--- src/hdl/fifo_cfg.svh ---
`ifndef FIFO_CFG_SVH
`define FIFO_CFG_SVH

// --------------------------------------------------
// Global FIFO configuration
// --------------------------------------------------

// Number of entries in the storage array
`define FIFO_DEPTH 4

// Item width in bits
`define FIFO_WIDTH 8

// 1 lets a push go straight to the output stage when the array is empty
`define FIFO_BYPASS 1

// Array index width, never below one bit
`define FIFO_ADDR_W ((`FIFO_DEPTH > 1) ? $clog2(`FIFO_DEPTH) : 1)

`endif

--- src/hdl/fifo_pkg.sv ---
`include "fifo_cfg.svh"

package fifo_pkg;

  // One data item
  typedef logic [`FIFO_WIDTH-1:0] fifo_word_t;

  // Index into the storage array
  typedef logic [`FIFO_ADDR_W-1:0] fifo_addr_t;

  // Items held in the array, 0 up to FIFO_DEPTH
  // One extra bit so that a full array is representable
  typedef logic [`FIFO_ADDR_W:0] fifo_count_t;

  // Write command from the push side
  typedef struct packed {
    logic       en;
    fifo_addr_t addr;
    fifo_word_t data;
  } fifo_ram_wr_t;

  // Read command from the pop side
  // en marks that the entry at addr is consumed
  typedef struct packed {
    logic       en;
    fifo_addr_t addr;
  } fifo_ram_rd_t;

endpackage

--- src/hdl/fifo_push_ctrl.sv ---
`timescale 1ns/1ps

`include "fifo_cfg.svh"

module fifo_push_ctrl import fifo_pkg::*; (
  input  logic         clk,
  input  logic         rst_n,

  // Push port
  input  logic         push_valid,
  output logic         push_ready,
  input  fifo_word_t   push_data,

  // Bypass towards the pop controller
  input  logic         bypass_ready,
  output logic         bypass_valid,
  output fifo_word_t   bypass_data,

  // Array write and occupancy feedback
  output fifo_ram_wr_t ram_wr,
  input  logic         ram_full
);

  logic       push_beat;
  logic       wr_en;
  fifo_addr_t wr_addr;

  // --------------------------------------------------
  // Flow control
  // --------------------------------------------------

  // Ready only looks at the registered full level
  assign push_ready = !ram_full;
  assign push_beat  = push_valid && push_ready;

  // --------------------------------------------------
  // Steering between bypass and array
  // --------------------------------------------------

  if (`FIFO_BYPASS != 0) begin : gen_bypass
    // Offer every accepted beat to the output stage
    assign bypass_valid = push_beat;
    assign bypass_data  = push_data;
    // Array only takes what the bypass turns down
    assign wr_en        = push_beat && !bypass_ready;
  end else begin : gen_no_bypass
    assign bypass_valid = 1'b0;
    assign bypass_data  = '0;
    assign wr_en        = push_beat;
  end

  assign ram_wr = '{en: wr_en, addr: wr_addr, data: push_data};

  // Write address wraps at the last entry, stays at zero for a single entry
  always_ff @(posedge clk or negedge rst_n) begin
    if (!rst_n) begin
      wr_addr <= '0;
    end else if (wr_en) begin
      if (wr_addr == fifo_addr_t'(`FIFO_DEPTH - 1)) begin
        wr_addr <= '0;
      end else begin
        wr_addr <= wr_addr + fifo_addr_t'(1);
      end
    end
  end

endmodule

--- src/hdl/fifo_pop_ctrl.sv ---
`timescale 1ns/1ps

`include "fifo_cfg.svh"

module fifo_pop_ctrl import fifo_pkg::*; (
  input  logic         clk,
  input  logic         rst_n,

  // Pop port
  output logic         pop_valid,
  input  logic         pop_ready,
  output fifo_word_t   pop_data,

  // Bypass from the push controller
  input  logic         bypass_valid,
  output logic         bypass_ready,
  input  fifo_word_t   bypass_data,

  // Array read side
  input  logic         ram_empty,
  output fifo_ram_rd_t ram_rd,
  input  fifo_word_t   ram_rd_data
);

  // Output staging entry
  logic       stage_valid;
  fifo_word_t stage_data;

  // Refill decode
  logic       load_slot;
  logic       load_ram;
  logic       load_byp;

  fifo_addr_t rd_addr;

  // --------------------------------------------------
  // Refill choice
  // --------------------------------------------------

  // Staging can take a new item when empty or leaving this cycle
  assign load_slot = !stage_valid || pop_ready;

  // Array goes first so older items leave first
  assign load_ram  = load_slot && !ram_empty;

  // Bypass only when nothing older is waiting in the array
  assign bypass_ready = load_slot && ram_empty;
  assign load_byp     = bypass_ready && bypass_valid;

  // Consumes the head entry of the array
  assign ram_rd = '{en: load_ram, addr: rd_addr};

  // --------------------------------------------------
  // Staging register
  // --------------------------------------------------

  always_ff @(posedge clk or negedge rst_n) begin
    if (!rst_n) begin
      stage_valid <= 1'b0;
    end else if (load_slot) begin
      // Drops to empty on a pop with nothing to refill
      stage_valid <= load_ram || load_byp;
    end
  end

  // Payload only, qualified by stage_valid
  always_ff @(posedge clk) begin
    if (load_ram) begin
      stage_data <= ram_rd_data;
    end else if (load_byp) begin
      stage_data <= bypass_data;
    end
  end

  // Pop valid is a flop output, independent of pop_ready
  assign pop_valid = stage_valid;
  assign pop_data  = stage_data;

  // --------------------------------------------------
  // Read address
  // --------------------------------------------------

  // Same wrap rule as the write side
  always_ff @(posedge clk or negedge rst_n) begin
    if (!rst_n) begin
      rd_addr <= '0;
    end else if (load_ram) begin
      if (rd_addr == fifo_addr_t'(`FIFO_DEPTH - 1)) begin
        rd_addr <= '0;
      end else begin
        rd_addr <= rd_addr + fifo_addr_t'(1);
      end
    end
  end

endmodule

--- src/hdl/fifo_flop_ram.sv ---
`timescale 1ns/1ps

`include "fifo_cfg.svh"

module fifo_flop_ram import fifo_pkg::*; (
  input  logic         clk,
  input  logic         rst_n,

  // Write command from the push side
  input  fifo_ram_wr_t ram_wr,

  // Read port, zero latency
  input  fifo_addr_t   rd_addr,
  output fifo_word_t   rd_data
);

  // --------------------------------------------------
  // Storage
  // --------------------------------------------------

  fifo_word_t mem [`FIFO_DEPTH];

  // Entries clear on reset
  // Written at the edge when the command is enabled
  always_ff @(posedge clk or negedge rst_n) begin
    if (!rst_n) begin
      mem <= '{default: '0};
    end else if (ram_wr.en) begin
      mem[ram_wr.addr] <= ram_wr.data;
    end
  end

  // Plain mux on the read address
  // A write to the same entry shows up after the edge
  assign rd_data = mem[rd_addr];

endmodule

--- src/hdl/fifo_occupancy.sv ---
`timescale 1ns/1ps

`include "fifo_cfg.svh"

module fifo_occupancy import fifo_pkg::*; (
  input  logic         clk,
  input  logic         rst_n,

  // Write and read commands to the array
  input  fifo_ram_wr_t ram_wr,
  input  fifo_ram_rd_t ram_rd,

  // Occupancy and levels
  output fifo_count_t  ram_count,
  output logic         ram_full,
  output logic         ram_empty
);

  fifo_count_t count_next;

  // Up on a write, down on a read
  // Both together cancel out
  always_comb begin
    count_next = ram_count;
    case ({ram_wr.en, ram_rd.en})
      2'b10:   count_next = ram_count + fifo_count_t'(1);
      2'b01:   count_next = ram_count - fifo_count_t'(1);
      default: count_next = ram_count;
    endcase
  end

  // Levels come from the next count so they line up with ram_count
  always_ff @(posedge clk or negedge rst_n) begin
    if (!rst_n) begin
      ram_count <= '0;
      ram_full  <= 1'b0;
      ram_empty <= 1'b1;
    end else begin
      ram_count <= count_next;
      ram_full  <= (count_next == fifo_count_t'(`FIFO_DEPTH));
      ram_empty <= (count_next == '0);
    end
  end

endmodule

--- src/hdl/fifo_bypass_top.sv ---
`timescale 1ns/1ps

`include "fifo_cfg.svh"

module fifo_bypass_top import fifo_pkg::*; (
  input  logic        clk,
  input  logic        rst_n,

  // Push port
  input  logic        push_valid,
  output logic        push_ready,
  input  fifo_word_t  push_data,

  // Pop port
  output logic        pop_valid,
  input  logic        pop_ready,
  output fifo_word_t  pop_data,

  // Items currently in the array
  output fifo_count_t ram_count
);

  // --------------------------------------------------
  // Internal wiring
  // --------------------------------------------------

  fifo_ram_wr_t ram_wr;
  fifo_ram_rd_t ram_rd;
  fifo_word_t   ram_rd_data;
  logic         ram_full;
  logic         ram_empty;

  // Bypass between the two controllers
  logic         bypass_valid;
  logic         bypass_ready;
  fifo_word_t   bypass_data;

  fifo_push_ctrl push_ctrl_i (
    .clk          (clk),
    .rst_n        (rst_n),
    .push_valid   (push_valid),
    .push_ready   (push_ready),
    .push_data    (push_data),
    .bypass_ready (bypass_ready),
    .bypass_valid (bypass_valid),
    .bypass_data  (bypass_data),
    .ram_wr       (ram_wr),
    .ram_full     (ram_full)
  );

  fifo_occupancy occupancy_i (
    .clk       (clk),
    .rst_n     (rst_n),
    .ram_wr    (ram_wr),
    .ram_rd    (ram_rd),
    .ram_count (ram_count),
    .ram_full  (ram_full),
    .ram_empty (ram_empty)
  );

  // Read address comes out of the pop command
  fifo_flop_ram flop_ram_i (
    .clk     (clk),
    .rst_n   (rst_n),
    .ram_wr  (ram_wr),
    .rd_addr (ram_rd.addr),
    .rd_data (ram_rd_data)
  );

  fifo_pop_ctrl pop_ctrl_i (
    .clk          (clk),
    .rst_n        (rst_n),
    .pop_valid    (pop_valid),
    .pop_ready    (pop_ready),
    .pop_data     (pop_data),
    .bypass_valid (bypass_valid),
    .bypass_ready (bypass_ready),
    .bypass_data  (bypass_data),
    .ram_empty    (ram_empty),
    .ram_rd       (ram_rd),
    .ram_rd_data  (ram_rd_data)
  );

endmodule

--- config.mk ---
export PLATFORM = sky130hd
export DESIGN_NAME = fifo_bypass_top
export DESIGN_NICKNAME = d
export VERILOG_FILES = /design/src/hdl/fifo_pkg.sv /design/src/hdl/fifo_push_ctrl.sv /design/src/hdl/fifo_pop_ctrl.sv /design/src/hdl/fifo_flop_ram.sv /design/src/hdl/fifo_occupancy.sv /design/src/hdl/fifo_bypass_top.sv
export VERILOG_INCLUDE_DIRS = /design/src /design/src/hdl
export SDC_FILE = /design/constraint.sdc
export NUM_CORES = 1
export LEC_CHECK = 0
export BUFFER_PORTS_ARGS = -buffer_cell sky130_fd_sc_hd__clkbuf_2
export CAP_MARGIN = 25
export CORE_MARGIN = 10
export CORE_UTILIZATION = 61
export DETAILED_ROUTE_END_ITERATION = 16
export GPL_ROUTABILITY_DRIVEN = 0
export GPL_TIMING_DRIVEN = 1
export PLACE_DENSITY = 0.88
export SLEW_MARGIN = 15
export SYNTH_ARGS = -nofsm -noshare
export SYNTH_HDL_FRONTEND = slang
export SYNTH_SLANG_ARGS = --single-unit
--- constraint.sdc ---
create_clock -name clk -period 4 [get_ports clk]
set_input_delay 0 -clock clk [delete_from_list [all_inputs] [get_ports clk]]
set_output_delay 0 -clock clk [all_outputs]
set_load 0.05 [all_outputs]
==> results.sh <==
export IMPL_status="finished, final reports clean"
export IMPL_cts_setup_buffers=0
export IMPL_drc=0
export IMPL_wl_per_cell_um=18.7
export IMPL_setup_tns_ns=0
export IMPL_max_freq_ghz=0.385
export IMPL_ys_warn_count=0
export IMPL_synth_area_per_cell_um2=15.7
export IMPL_dieArea_um2=6720
export IMPL_mostFrequentLayoutCells="43 x mux2_2, 41 x dfrtp_1, 24 x clkbuf_2, 10 x inv_1"
export IMPL_final_cells=233
export IMPL_clkLatencyLatePin_ns=0.31
export IMPL_fillers=247
export IMPL_grt_pass1_vias=1512
export IMPL_mostFrequentLayoutCell="mux2_2"
export IMPL_clock_root_buffer="clkbuf_8"
export IMPL_seq_area_frac_synth_pct=55.2
export IMPL_dr_pass1_iters=4
export IMPL_via_count=1296
export IMPL_syn_inst=149
export IMPL_final_seq_area_um2=1290
export IMPL_fin_skew_ns=0.00475
export IMPL_num_io_pins=25
export IMPL_clockBufferDepth=2
export IMPL_multi_input_area_um2=980
export IMPL_die_x_um=82.0
export IMPL_relSlewSlack_pct=35.0
export IMPL_avgViaCountPerCell=5.56
export IMPL_drv_cap=0
export IMPL_worstMarginPinSlew_ns=0.975
export IMPL_die_y_um=82.0
export IMPL_syn_nets=168
export IMPL_cts_sinks=50
export IMPL_grt_max_degree=43
export IMPL_area_growth_pct=15.0
export IMPL_synthTopCellsByArea="dfrtp_1 44%, mux2_2 21%, edfxtp_1 10%, mux4_2 7.7%, a211oi_4 3.4%"
export IMPL_finalCritPeriodShare_pct=65.0
export IMPL_power_uw=2220
export IMPL_cts_resized=0
export IMPL_grt_pass1_wl_um=7380
export IMPL_crit_path_start_kind="flip-flop"
export IMPL_worstPathArrival_ns=2.80
export IMPL_ir_drop_mv=0.661
export IMPL_antennaDiodeCount=0
export IMPL_cts_tree="done"
export IMPL_yosysUniqueCellTypes=24
export IMPL_grt_overflow=0
export IMPL_min_path_type="in2reg"
export IMPL_track_usage_pct=14.4
export IMPL_numCtsBuffers=5
export IMPL_grt_setup_unrepaired="false"
export IMPL_start_util_pct=63.5
export IMPL_dp_hpwl_um=3050
export IMPL_required_ns=4.20
export IMPL_htree_levels=2
export IMPL_ys_ff_latch=50
export IMPL_drive_gt1_share_pct=48.6
export IMPL_dp_cells=216
export IMPL_setup_viol=0
export IMPL_clk_pin_slew_worst_paths_ns=0.09
export IMPL_crit_type="reg2reg"
export IMPL_end_kind="flip-flop"
export IMPL_period_minus_slack_ns=2.60
export IMPL_yosys_area_top_type_share_pct=43.8
export IMPL_synth_area_um2=2340
export IMPL_antenna_found_initial=0
export IMPL_drt_wl_total_um=4350
export IMPL_pwr_density_cell_nw_per_um2=825
export IMPL_drt_first_iter_violations=60
export IMPL_yosys_area_top_type="dfrtp_1"
export IMPL_io_buffers=24
export IMPL_holdBufCountCts=8
export IMPL_std_cell_rows=22
export IMPL_path_max_fanout=7
export IMPL_antenna_left=0
export IMPL_coreArea_um2=3690
export IMPL_cellLeakagePower_uw=0.00113
export IMPL_layout_nets=203
export IMPL_finalMaxSlewViolations=0
export IMPL_hold_violations=0
==> Yosys cell counts <==
master    number
mux2_2        43
dfrtp_1       41
inv_1         10
edfxtp_1       8
mux4_2         8
ha_1           6
a211oi_4       4
buf_2          4
nor2_1         4
xnor2_1        4
a21oi_1        2
mux2_1         2
nand2b_1       2
a22o_1         1
buf_1          1
buf_4          1
dfstp_2        1
fa_1           1
nand2_1        1
nand3_1        1
nor2b_1        1
nor3_1         1
nor3b_1        1
o41ai_1        1
==> stage by stage <==
| stage | hold slack (ns) | instance area [µm²] | util, % | setup WS, ns |
|---|---|---|---|---|
| after global routing | 0.0207 | 2690 | 73.0 | 1.28 |
| after global placement | 0.201 | 2500 | 67.7 | 1.63 |
| after detailed placement | 0.224 | 2500 | 67.7 | 1.42 |
| after floorplan | -0.296 | 2340 | - | 1.57 |
| final | 0.00608 | 2690 | 73.0 | 1.40 |
| after CTS | 0.00108 | 2670 | 72.5 | 1.40 |
==> state kept, by name, indices dropped and copies added, names as in the netlist <==
signal	count
pop_ctrl_i.pop_data	8
push_ctrl_i.wr_addr	2
occupancy_i.ram_count	3
flop_ram_i.mem	32
occupancy_i.ram_full	1
pop_ctrl_i.rd_addr	2
occupancy_i.ram_empty	1
pop_ctrl_i.pop_valid	1
==> worst max-delay path: stages, from the launching register on <==
cell and delay, ns:
dfrtp_1 0.39, nand2b_1 0.38, a21oi_1 0.35, inv_1 0.08
ha_1 0.24, fa_1 0.40, xnor2_1 0.25, xnor2_1 0.14
o41ai_1 0.25
==> logic make-up after synthesis <==
| family | synth area share (%) |
|---|---|
| fa+ha+maj | 4.06 |
| simple gates | 2.35 |
| buf+inv | 2.94 |
| xor+xnor | 1.50 |
| mux | 29.3 |
| flops | 55.2 |
| compound gates | 4.60 |
==> layer usage <==
metal | GRT usage (%) | part of all wire [%] | vias to the layer above
met5 | 0 | 0 | -
met4 | 6.12 | 1.7 | 0
met3 | 3.60 | 4.2 | 8
met2 | 25.5 | 54 | 23
met1 | 16.2 | 40 | 663
li1 | - | - | 602
==> worst paths after layout <==
path | startpoint | endpoint | slack [ns] | cells after the start
min in group asynchronous | rst_n | flop_ram_i.mem[31] | 0.14 | 2
hold / removal | push_data[5] | flop_ram_i.mem[29] | 0.006 | 2
setup / recovery | occupancy_i.ram_full | occupancy_i.ram_full | 1.40 | 8
setup reg to reg | occupancy_i.ram_full | occupancy_i.ram_full | 1.40 | 8
max in group asynchronous | rst_n | occupancy_i.ram_full | 3.38 | 3
hold reg to reg | flop_ram_i.mem[6] | flop_ram_i.mem[6] | 0.49 | 1
==> power breakdown <==
part / internal, µW / switching (µW) / leakage [µW] / total (µW)
clock: 139 / 164 / 0.0000472 / 303
sequential: 776 / 184 / 0.000574 / 960
combinational: 486 / 473 / 0.000508 / 959
==> cell type report <==
| cell class | count | area share, % |
|---|---|---|
| Sequential cell | 50 | 48.0 |
| Multi-Input combinational cell | 83 | 36.4 |
| Timing Repair Buffer | 34 | 8.46 |
| Clock buffer | 6 | 3.07 |
| Tap cell | 48 | 2.23 |
| Inverter | 10 | 1.39 |
| Clock inverter | 2 | 0.465 |
(Power assumes the default switching activity.)
